### src/hw/id_pkg.sv
////////////////////
// Decode stage package
// Widths, opcodes, control encodings and the bundles
// passed between the decode blocks
////////////////////

package id_pkg;

  localparam int unsigned XLEN       = 32;
  localparam int unsigned REG_ADDR_W = 5;
  localparam int unsigned NUM_REGS   = 32;

  // RV32I major opcodes
  localparam logic [6:0] OPCODE_LOAD   = 7'h03;
  localparam logic [6:0] OPCODE_STORE  = 7'h23;
  localparam logic [6:0] OPCODE_OP     = 7'h33;
  localparam logic [6:0] OPCODE_OP_IMM = 7'h13;
  localparam logic [6:0] OPCODE_LUI    = 7'h37;
  localparam logic [6:0] OPCODE_AUIPC  = 7'h17;
  localparam logic [6:0] OPCODE_BRANCH = 7'h63;

  typedef enum logic [3:0] {
    ALU_ADD, ALU_SUB, ALU_XOR, ALU_OR, ALU_AND, ALU_SLL, ALU_SRL, ALU_SRA,
    ALU_SLT, ALU_SLTU, ALU_EQ, ALU_NE, ALU_LT, ALU_GE, ALU_LTU, ALU_GEU
  } alu_op_e;

  typedef enum logic [1:0] {OP_A_REG_A, OP_A_CURRPC, OP_A_ZERO} op_a_sel_e;

  typedef enum logic [2:0] {IMM_I, IMM_S, IMM_B, IMM_U} imm_sel_e;

  typedef enum logic {WB_EX, WB_LSU} wb_sel_e;

  // Same encoding as the data bus type field
  typedef enum logic [1:0] {LSU_WORD = 2'b00, LSU_HALF = 2'b01, LSU_BYTE = 2'b10} lsu_type_e;

  typedef struct packed {
    logic            valid;
    logic            new_instr;
    logic [XLEN-1:0] instr;
    logic [XLEN-1:0] pc;
  } instr_in_t;

  typedef struct packed {
    alu_op_e         alu_op;
    logic [XLEN-1:0] operand_a;
    logic [XLEN-1:0] operand_b;
    logic            lsu_req;
    logic            lsu_we;
    lsu_type_e       lsu_type;
    logic            lsu_sign_ext;
    logic [XLEN-1:0] lsu_wdata;
  } issue_t;

  typedef struct packed {
    logic [REG_ADDR_W-1:0] rs1;
    logic [REG_ADDR_W-1:0] rs2;
    logic [REG_ADDR_W-1:0] rd;
    logic                  reg_we;
    wb_sel_e               wb_sel;
    op_a_sel_e             op_a_sel;
    logic                  op_b_is_imm;
    imm_sel_e              imm_sel;
    alu_op_e               alu_op;
    logic                  lsu_req;
    logic                  lsu_we;
    lsu_type_e             lsu_type;
    logic                  lsu_sign_ext;
    logic                  is_branch;
    logic                  illegal;
  } dec_ctrl_t;

  typedef struct packed {
    logic [XLEN-1:0] i;
    logic [XLEN-1:0] s;
    logic [XLEN-1:0] b;
    logic [XLEN-1:0] u;
  } imm_set_t;

endpackage

### src/hw/id_decoder.sv
////////////////////
// RV32I instruction decoder
// Control fields and sign-extended immediates per opcode
////////////////////

`timescale 1ns/1ps

module id_decoder (
  input  logic [id_pkg::XLEN-1:0] instr_word_i,
  output id_pkg::dec_ctrl_t       ctrl_o,
  output id_pkg::imm_set_t        imm_o
);

  import id_pkg::*;

  logic [6:0] opcode;
  logic [2:0] funct3;
  logic [6:0] funct7;

  assign opcode = instr_word_i[6:0];
  assign funct3 = instr_word_i[14:12];
  assign funct7 = instr_word_i[31:25];

  ////////////////////
  // Immediates
  ////////////////////

  assign imm_o.i = {{20{instr_word_i[31]}}, instr_word_i[31:20]};
  assign imm_o.s = {{20{instr_word_i[31]}}, instr_word_i[31:25], instr_word_i[11:7]};
  assign imm_o.b = {{19{instr_word_i[31]}}, instr_word_i[31], instr_word_i[7],
                    instr_word_i[30:25], instr_word_i[11:8], 1'b0};
  assign imm_o.u = {instr_word_i[31:12], 12'b0};

  ////////////////////
  // Control decode
  ////////////////////

  always_comb begin
    ctrl_o              = '0;
    ctrl_o.rs1          = instr_word_i[19:15];
    ctrl_o.rs2          = instr_word_i[24:20];
    ctrl_o.rd           = instr_word_i[11:7];
    ctrl_o.wb_sel       = WB_EX;
    ctrl_o.op_a_sel     = OP_A_REG_A;
    ctrl_o.imm_sel      = IMM_I;
    ctrl_o.alu_op       = ALU_ADD;
    ctrl_o.lsu_type     = LSU_WORD;

    unique case (opcode)
      OPCODE_LUI, OPCODE_AUIPC: begin
        ctrl_o.reg_we      = 1'b1;
        ctrl_o.op_a_sel    = (opcode == OPCODE_LUI) ? OP_A_ZERO : OP_A_CURRPC;
        ctrl_o.op_b_is_imm = 1'b1;
        ctrl_o.imm_sel     = IMM_U;
      end
      OPCODE_OP_IMM: begin
        ctrl_o.reg_we      = 1'b1;
        ctrl_o.op_b_is_imm = 1'b1;
        unique case (funct3)
          3'b000: ctrl_o.alu_op = ALU_ADD;
          3'b010: ctrl_o.alu_op = ALU_SLT;
          3'b011: ctrl_o.alu_op = ALU_SLTU;
          3'b100: ctrl_o.alu_op = ALU_XOR;
          3'b110: ctrl_o.alu_op = ALU_OR;
          3'b111: ctrl_o.alu_op = ALU_AND;
          3'b001: begin
            ctrl_o.alu_op  = ALU_SLL;
            ctrl_o.illegal = (funct7 != 7'b0000000);
          end
          default: begin
            // Shift right with bit 30 selecting arithmetic
            ctrl_o.alu_op  = funct7[5] ? ALU_SRA : ALU_SRL;
            ctrl_o.illegal = ({funct7[6], funct7[4:0]} != 6'b0);
          end
        endcase
      end
      OPCODE_OP: begin
        ctrl_o.reg_we = 1'b1;
        unique case ({funct7, funct3})
          {7'b0000000, 3'b000}: ctrl_o.alu_op = ALU_ADD;
          {7'b0100000, 3'b000}: ctrl_o.alu_op = ALU_SUB;
          {7'b0000000, 3'b001}: ctrl_o.alu_op = ALU_SLL;
          {7'b0000000, 3'b010}: ctrl_o.alu_op = ALU_SLT;
          {7'b0000000, 3'b011}: ctrl_o.alu_op = ALU_SLTU;
          {7'b0000000, 3'b100}: ctrl_o.alu_op = ALU_XOR;
          {7'b0000000, 3'b101}: ctrl_o.alu_op = ALU_SRL;
          {7'b0100000, 3'b101}: ctrl_o.alu_op = ALU_SRA;
          {7'b0000000, 3'b110}: ctrl_o.alu_op = ALU_OR;
          {7'b0000000, 3'b111}: ctrl_o.alu_op = ALU_AND;
          default:              ctrl_o.illegal = 1'b1;
        endcase
      end
      OPCODE_LOAD, OPCODE_STORE: begin
        // Address is rs1 plus offset
        ctrl_o.lsu_req      = 1'b1;
        ctrl_o.lsu_we       = (opcode == OPCODE_STORE);
        ctrl_o.reg_we       = (opcode == OPCODE_LOAD);
        ctrl_o.wb_sel       = WB_LSU;
        ctrl_o.op_b_is_imm  = 1'b1;
        ctrl_o.imm_sel      = (opcode == OPCODE_STORE) ? IMM_S : IMM_I;
        ctrl_o.lsu_sign_ext = ~funct3[2];
        unique case (funct3[1:0])
          2'b00:   ctrl_o.lsu_type = LSU_BYTE;
          2'b01:   ctrl_o.lsu_type = LSU_HALF;
          2'b10:   ctrl_o.lsu_type = LSU_WORD;
          default: ctrl_o.illegal  = 1'b1;
        endcase
        // No unsigned word load and no unsigned store forms
        if (funct3[2] && (opcode == OPCODE_STORE || funct3[1])) begin
          ctrl_o.illegal = 1'b1;
        end
      end
      OPCODE_BRANCH: begin
        ctrl_o.is_branch   = 1'b1;
        ctrl_o.op_a_sel    = OP_A_CURRPC;
        ctrl_o.op_b_is_imm = 1'b1;
        ctrl_o.imm_sel     = IMM_B;
        unique case (funct3)
          3'b000:  ctrl_o.alu_op  = ALU_EQ;
          3'b001:  ctrl_o.alu_op  = ALU_NE;
          3'b100:  ctrl_o.alu_op  = ALU_LT;
          3'b101:  ctrl_o.alu_op  = ALU_GE;
          3'b110:  ctrl_o.alu_op  = ALU_LTU;
          3'b111:  ctrl_o.alu_op  = ALU_GEU;
          default: ctrl_o.illegal = 1'b1;
        endcase
      end
      default: ctrl_o.illegal = 1'b1;
    endcase

    // Illegal encodings carry no side effects
    if (ctrl_o.illegal) begin
      ctrl_o.reg_we    = 1'b0;
      ctrl_o.lsu_req   = 1'b0;
      ctrl_o.lsu_we    = 1'b0;
      ctrl_o.is_branch = 1'b0;
    end
  end

endmodule

### src/hw/id_regfile.sv
////////////////////
// Register file
// Two read ports, one write port, x0 reads zero
////////////////////

`timescale 1ns/1ps

module id_regfile (
  input  logic                          clk_i,
  input  logic                          rst_ni,
  input  logic [id_pkg::REG_ADDR_W-1:0] raddr_a_i,
  input  logic [id_pkg::REG_ADDR_W-1:0] raddr_b_i,
  input  logic [id_pkg::REG_ADDR_W-1:0] waddr_i,
  input  logic [id_pkg::XLEN-1:0]       wdata_i,
  input  logic                          we_i,
  output logic [id_pkg::XLEN-1:0]       rdata_a_o,
  output logic [id_pkg::XLEN-1:0]       rdata_b_o
);

  import id_pkg::*;

  // Only x1 to x31 are stored
  logic [XLEN-1:0] regs_q [NUM_REGS-1:1];

  always_ff @(posedge clk_i or negedge rst_ni) begin
    if (!rst_ni) begin
      for (int i = 1; i < NUM_REGS; i++) begin
        regs_q[i] <= '0;
      end
    end else if (we_i && (waddr_i != '0)) begin
      regs_q[waddr_i] <= wdata_i;
    end
  end

  // Combinational read
  assign rdata_a_o = (raddr_a_i == '0) ? '0 : regs_q[raddr_a_i];
  assign rdata_b_o = (raddr_b_i == '0) ? '0 : regs_q[raddr_b_i];

endmodule

### src/hw/id_operand_mux.sv
////////////////////
// Operand and write-back muxes
// Builds the issue bundle and picks the register write data
////////////////////

`timescale 1ns/1ps

module id_operand_mux (
  input  id_pkg::dec_ctrl_t       ctrl_i,
  input  id_pkg::imm_set_t        imm_i,
  input  logic [id_pkg::XLEN-1:0] pc_i,
  input  logic [id_pkg::XLEN-1:0] rdata_a_i,
  input  logic [id_pkg::XLEN-1:0] rdata_b_i,
  input  logic [id_pkg::XLEN-1:0] ex_result_i,
  input  logic [id_pkg::XLEN-1:0] lsu_result_i,
  input  logic                    executing_i,
  output id_pkg::issue_t          issue_o,
  output logic [id_pkg::XLEN-1:0] wdata_o
);

  import id_pkg::*;

  logic [XLEN-1:0] operand_a;
  logic [XLEN-1:0] imm_b;

  // Operand A
  always_comb begin
    unique case (ctrl_i.op_a_sel)
      OP_A_REG_A:  operand_a = rdata_a_i;
      OP_A_CURRPC: operand_a = pc_i;
      default:     operand_a = '0;
    endcase
  end

  // Immediate for operand B
  always_comb begin
    unique case (ctrl_i.imm_sel)
      IMM_S:   imm_b = imm_i.s;
      IMM_B:   imm_b = imm_i.b;
      IMM_U:   imm_b = imm_i.u;
      default: imm_b = imm_i.i;
    endcase
  end

  assign issue_o.alu_op       = ctrl_i.alu_op;
  assign issue_o.operand_a    = operand_a;
  assign issue_o.operand_b    = ctrl_i.op_b_is_imm ? imm_b : rdata_b_i;
  // Request only while the instruction is still in flight
  assign issue_o.lsu_req      = ctrl_i.lsu_req & executing_i;
  assign issue_o.lsu_we       = ctrl_i.lsu_we;
  assign issue_o.lsu_type     = ctrl_i.lsu_type;
  assign issue_o.lsu_sign_ext = ctrl_i.lsu_sign_ext;
  assign issue_o.lsu_wdata    = rdata_b_i;

  assign wdata_o = (ctrl_i.wb_sel == WB_LSU) ? lsu_result_i : ex_result_i;

endmodule

### src/hw/id_wb_fsm.sv
////////////////////
// Write-back FSM
// Stalls multi-cycle instructions, drives write enable and retire
////////////////////

`timescale 1ns/1ps

module id_wb_fsm (
  input  logic              clk_i,
  input  logic              rst_ni,
  input  logic              instr_new_i,
  input  logic              instr_valid_i,
  input  id_pkg::dec_ctrl_t ctrl_i,
  input  logic              branch_taken_i,
  input  logic              ex_valid_i,
  input  logic              lsu_valid_i,
  output logic              executing_o,
  output logic              reg_we_o,
  output logic              id_ready_o,
  output logic              instr_ret_o,
  output logic              illegal_o
);

  typedef enum logic {ST_IDLE, ST_WAIT} state_e;

  state_e state_q, state_d;
  logic   done_q, done_d;
  logic   multicycle;
  logic   issue_new;

  assign illegal_o  = instr_valid_i & ctrl_i.illegal;
  assign multicycle = ctrl_i.lsu_req | ctrl_i.is_branch;
  assign issue_new  = instr_valid_i & instr_new_i & ~ctrl_i.illegal;

  // In flight while new or while multi-cycle and not yet completed
  assign executing_o = instr_valid_i & ~ctrl_i.illegal &
                       (instr_new_i | (multicycle & ~done_q));

  always_ff @(posedge clk_i or negedge rst_ni) begin
    if (!rst_ni) begin
      state_q <= ST_IDLE;
      done_q  <= 1'b0;
    end else begin
      state_q <= state_d;
      done_q  <= done_d;
    end
  end

  always_comb begin
    state_d     = state_q;
    done_d      = done_q;
    reg_we_o    = 1'b0;
    id_ready_o  = 1'b1;
    instr_ret_o = 1'b0;

    unique case (state_q)
      ST_IDLE: begin
        if (issue_new) begin
          if (ctrl_i.lsu_req || (ctrl_i.is_branch && branch_taken_i)) begin
            state_d    = ST_WAIT;
            done_d     = 1'b0;
            id_ready_o = 1'b0;
          end else begin
            // Single cycle, or branch not taken
            done_d      = 1'b1;
            reg_we_o    = ctrl_i.reg_we;
            instr_ret_o = 1'b1;
          end
        end
      end
      default: begin
        if ((ctrl_i.lsu_req && lsu_valid_i) || (!ctrl_i.lsu_req && ex_valid_i)) begin
          state_d     = ST_IDLE;
          done_d      = 1'b1;
          reg_we_o    = ctrl_i.reg_we;
          instr_ret_o = 1'b1;
        end else begin
          id_ready_o = 1'b0;
        end
      end
    endcase
  end

endmodule

### src/hw/id_stage.sv
////////////////////
// RV32I decode stage
// Decoder, register file, operand muxes and write-back FSM
////////////////////

`timescale 1ns/1ps

module id_stage (
  input  logic                    clk_i,
  input  logic                    rst_ni,
  input  id_pkg::instr_in_t       instr_i,
  input  logic                    branch_taken_i,
  input  logic                    ex_valid_i,
  input  logic                    lsu_valid_i,
  input  logic [id_pkg::XLEN-1:0] ex_result_i,
  input  logic [id_pkg::XLEN-1:0] lsu_result_i,
  output id_pkg::issue_t          issue_o,
  output logic                    id_ready_o,
  output logic                    instr_ret_o,
  output logic                    illegal_insn_o
);

  import id_pkg::*;

  dec_ctrl_t       dec_ctrl;
  imm_set_t        imm_set;
  logic [XLEN-1:0] rdata_a;
  logic [XLEN-1:0] rdata_b;
  logic [XLEN-1:0] rf_wdata;
  logic            rf_we;
  logic            executing;

  id_decoder id_decoder_inst (
    .instr_word_i (instr_i.instr),
    .ctrl_o       (dec_ctrl),
    .imm_o        (imm_set)
  );

  id_regfile id_regfile_inst (
    .clk_i     (clk_i),
    .rst_ni    (rst_ni),
    .raddr_a_i (dec_ctrl.rs1),
    .raddr_b_i (dec_ctrl.rs2),
    .waddr_i   (dec_ctrl.rd),
    .wdata_i   (rf_wdata),
    .we_i      (rf_we),
    .rdata_a_o (rdata_a),
    .rdata_b_o (rdata_b)
  );

  id_operand_mux id_operand_mux_inst (
    .ctrl_i       (dec_ctrl),
    .imm_i        (imm_set),
    .pc_i         (instr_i.pc),
    .rdata_a_i    (rdata_a),
    .rdata_b_i    (rdata_b),
    .ex_result_i  (ex_result_i),
    .lsu_result_i (lsu_result_i),
    .executing_i  (executing),
    .issue_o      (issue_o),
    .wdata_o      (rf_wdata)
  );

  id_wb_fsm id_wb_fsm_inst (
    .clk_i          (clk_i),
    .rst_ni         (rst_ni),
    .instr_new_i    (instr_i.new_instr),
    .instr_valid_i  (instr_i.valid),
    .ctrl_i         (dec_ctrl),
    .branch_taken_i (branch_taken_i),
    .ex_valid_i     (ex_valid_i),
    .lsu_valid_i    (lsu_valid_i),
    .executing_o    (executing),
    .reg_we_o       (rf_we),
    .id_ready_o     (id_ready_o),
    .instr_ret_o    (instr_ret_o),
    .illegal_o      (illegal_insn_o)
  );

endmodule

### config.mk
export PLATFORM = sky130hd
export DESIGN_NAME = id_stage
export DESIGN_NICKNAME = d
export VERILOG_FILES = /design/src/hw/id_pkg.sv /design/src/hw/id_decoder.sv /design/src/hw/id_regfile.sv /design/src/hw/id_operand_mux.sv /design/src/hw/id_wb_fsm.sv /design/src/hw/id_stage.sv
export SDC_FILE = /design/constraint.sdc
export NUM_CORES = 2
export LEC_CHECK = 0
export ABC_AREA = 1
export CAP_MARGIN = 20
export CORE_MARGIN = 2
export CORE_UTILIZATION = 32
export DETAILED_ROUTE_END_ITERATION = 10
export DONT_BUFFER_PORTS = 1
export PLACE_DENSITY = 0.43
export SYNTH_ARGS = -nofsm -noshare
export SYNTH_HDL_FRONTEND = slang
export SYNTH_HIERARCHICAL = 1
export SYNTH_SLANG_ARGS = --single-unit
### constraint.sdc
create_clock -name clk_i -period 2.32 [get_ports clk_i]
set_input_delay 0.348 -clock clk_i [delete_from_list [all_inputs] [get_ports clk_i]]
set_output_delay 0.348 -clock clk_i [all_outputs]
set_load 0.02 [all_outputs]
==> flow_metrics.py <==
metrics = {
    "outcome": {
        "status": "finished with violations",
        "violations": "hold timing, slew limit, setup timing",
    },
    "clocking": {
        "clock_sinks": 994,
        "clockBufferDepth": 3,
        "postCtsHoldBufs": 37,
        "cts_htree_levels": 4,
        "clk_pin_slew_ps": 50,
        "cts_tree": "yes",
        "cts_inserted_buffers": 131,
        "insertion_delay_ps": 800,
        "cts_root_buf": "clkbuf_16",
    },
    "synthesis": {
        "ys_types": 37,
        "yosysSeqAreaShare_pct": 40.2,
        "syn_inst": 9669,
        "synth-warning-count": 6,
        "synth_area_sq_um": 61800,
        "synth-seq-cells": 994,
        "postSynthAreaPerCell_sq_um": 6.39,
    },
    "hold_path": {
        "hold_path_class": "input port to async pin",
    },
    "final_layout": {
        "fin_cells": 12300,
        "fin_area_sq_um": 78800,
        "layout_commonest_cell": "nand2_1",
        "layout.nets": 9853,
        "final_layout_size_suffix_gt1_share_pct": 16.0,
        "area_delta_synth_final_pct": 27.5,
        "final_cell_mix": "3681 x nand2_1, 1150 x nand3_1, 1009 x o21ai_0",
    },
    "placed_design": {
        "gp_congestion": 0.860,
        "dpl.cell_count": 11900,
        "place_area_sq_um": 69100,
        "dp_hpwl_mm": 172,
        "buffer_ports.inserted": 0,
        "place_ws_ps": -869,
    },
    "floorplan": {
        "core_area_sq_um": 192000,
        "dieWidth_um": 443,
        "start_util_pct": 32.2,
        "row_count": 161,
        "io_pins": 243,
        "dieArea_sq_um": 197000,
        "dieHeight_um": 443,
    },
    "timing": {
        "max_clock_freq_mhz": 293,
        "clock_skew_ps": 25.2,
        "tns_ps": -84840,
        "hold_violations": 121,
        "setup_slack_ps": -1090,
        "setup_viol": 99,
        "tightest_slew_ps": 1540,
        "holdWs_ps": -194,
        "maxSlewHeadroom_pct": -2.85,
        "rsz0062_at_grt": "yes",
        "slew_violations": 52,
        "period_minus_slack_ps": 3410,
        "period_share_pct": 147,
    },
    "drt": {
        "drtPass1Iterations": 9,
        "ant_nets": 0,
        "routed_wirelength_mm": 296,
        "first_iter_violations": 6690,
        "wl_per_cell_um": 24.0,
        "viasPerCell": 5.21,
        "dr_total_vias": 64300,
        "drcViolationCount": 0,
    },
    "power_and_ir_drop": {
        "p_seq_share_pct": 38.5,
        "ir_drop_v": 0.000544,
        "switching_share_pct": 28.5,
        "p_clk_share_pct": 46.5,
        "leakage_nw": 37.7,
        "switching_power_mw": 12.9,
        "power_density_nw_per_um2": 572,
        "comb_power_share_pct": 15.0,
        "power.internal_mw": 32.2,
    },
    "grt": {
        "grt_pass1_vias": 60200,
        "grt_pass1_wl_mm": 423,
        "grt_start_max_net_pins": 502,
        "antenna_found_initial": 2,
        "gr-total-overflow": 0,
        "grt_usage_pct": 28.8,
    },
    "critical_path": {
        "critPathMostFrequentCell": "nand3_4",
        "critPathArrivalTime_ps": 3060,
        "crit_slowest_cell": "clkinv_16",
        "worstSetupPathType": "input port to primary output",
        "end_kind": "primary output",
        "crit_chain": "clkinv_16 > nor2_4 > buf_12 > buf_12 > buf_6 > nand2_4 > nand3_4 > nand3_4 > nand3_4 > nand2_4 > clkinvlp_4 > o21ai_2 > buf_6",
        "slowest_delay_ps": 380,
        "cp_max_fo": 501,
        "cp.required_ps": 1970,
        "cp-start-kind": "input port",
    },
    "job": {
        "maxCapViolCount": 0,
    },
}
==> synth_stat cells <==
| library cell | instances | area share (%) |
|---|---|---|
| a211o_1 | 1 | 0.014 |
| a21oi_1 | 169 | 1.4 |
| a21oi_2 | 1 | 0.014 |
| buf_1 | 50 | 0.30 |
| buf_2 | 53 | 0.43 |
| buf_4 | 186 | 2.3 |
| clkbuf_1 | 596 | 3.6 |
| clkbuf_2 | 1 | 0.0081 |
| clkbuf_8 | 1 | 0.022 |
| clkinv_1 | 3 | 0.018 |
| conb_1 | 1 | 0.0061 |
| dfrtp_1 | 994 | 40 |
| inv_1 | 898 | 5.5 |
| inv_2 | 14 | 0.085 |
| mux2_1 | 2 | 0.036 |
| mux2_2 | 30 | 0.55 |
| nand2_1 | 3985 | 24 |
| nand2_2 | 11 | 0.11 |
| nand3_1 | 1295 | 10 |
| nand3_2 | 2 | 0.032 |
| nand4_1 | 2 | 0.020 |
| nor2_1 | 262 | 1.6 |
| nor2_2 | 7 | 0.071 |
| nor2_4 | 3 | 0.055 |
| nor3_1 | 8 | 0.065 |
| nor3_2 | 3 | 0.049 |
| nor3b_1 | 1 | 0.012 |
| nor4_1 | 1 | 0.010 |
| nor4_4 | 1 | 0.034 |
| o211ai_1 | 2 | 0.024 |
| o21ai_0 | 1045 | 8.5 |
| o21ai_1 | 34 | 0.28 |
| o21bai_1 | 1 | 0.012 |
| o22ai_1 | 2 | 0.020 |
| o31ai_1 | 2 | 0.024 |
| or2_1 | 1 | 0.010 |
| or2_2 | 1 | 0.010 |
==> power by group through the flow <==
stage	Clock [mW]	Combinational (mW)	Sequential (mW)
after CTS	21.4	6.13	17.4
after detailed placement	0	5.58	17.7
after global placement	0	5.58	17.7
after floorplan	0	3.14	17.7
after global routing	22.1	7.13	17.4
final	21.0	6.75	17.4
==> registers in the layout, summed over array words and instances (netlist names) <==
signal and count:
id_regfile_inst/regs_q 992, id_wb_fsm_inst/done_q 1, id_wb_fsm_inst/state_q 1
==> cells by family after synthesis <==
| group | after synthesis | share of synthesized area [%] |
|---|---|---|
| multiplexers | 32 | 0.583 |
| AO/OA/AOI/OAI | 1257 | 10.2 |
| other | 1 | 0.00607 |
| AND/OR/NAND/NOR | 5583 | 36.8 |
| buffers and inverters | 1802 | 12.2 |
| flip-flops | 994 | 40.2 |
==> critical path, delay by kind of cell <==
kind	cells	cell delay (ps)
compound gates	1	200
simple gates	6	610
buf+inv	6	1190
==> metrics by stage <==
step	util (%)	power (mW)
after floorplan	-	20.8
after global placement	35.9	23.3
after detailed placement	36.0	23.3
after CTS	39.6	44.9
after global routing	41.0	46.6
final	41.0	45.1
==> final timing paths <==
path | from | endpoint | slack, ps | cells after the start
worst max-delay path | instr_i[47] | issue_o[82] | -1090 | 13
worst min-delay path | rst_ni | id_regfile_inst/regs_q[300] | -190 | 4
worst max register to register | id_regfile_inst/regs_q[723] | id_regfile_inst/regs_q[723] | -240 | 18
worst min register to register | id_regfile_inst/regs_q[424] | id_regfile_inst/regs_q[424] | 480 | 2
max in group asynchronous | rst_ni | id_regfile_inst/regs_q[414] | 60 | 7
min in group clk_i | ex_result_i[11] | id_regfile_inst/regs_q[715] | 60 | 4
==> metal layers <==
layer	vias to the layer above	wire length, um	global-route usage (%)
met5	-	0	0
met4	0	13100	11.8
li1	30300	-	-
met1	31100	130000	39.4
met2	2479	134000	45.9
met3	449	18400	3.49
==> area by class of cell <==
| class | instances | area [sq um] |
|---|---|---|
| fillers | 20000 | 113000 |
| multi-input cells | 6886 | 31900 |
| clock inverters | 39 | 412 |
| clock buffers | 197 | 3950 |
| repair buffers | 790 | 11000 |
| diodes | 1 | 2.50 |
| inverters | 915 | 3550 |
| flip-flops and latches | 994 | 24900 |
| well taps | 2526 | 3160 |
==> timing repair <==
action | CTS | global route
cloned | 9 | 34
endpoints found under the hold margin | 358 | 121
setup buffers | 76 | 60
resized for setup | 454 | 338
endpoints found under the setup margin | 105 | 810
pin swaps | 237 | 117
No activity file was read; power rests on OpenSTA's default activity.
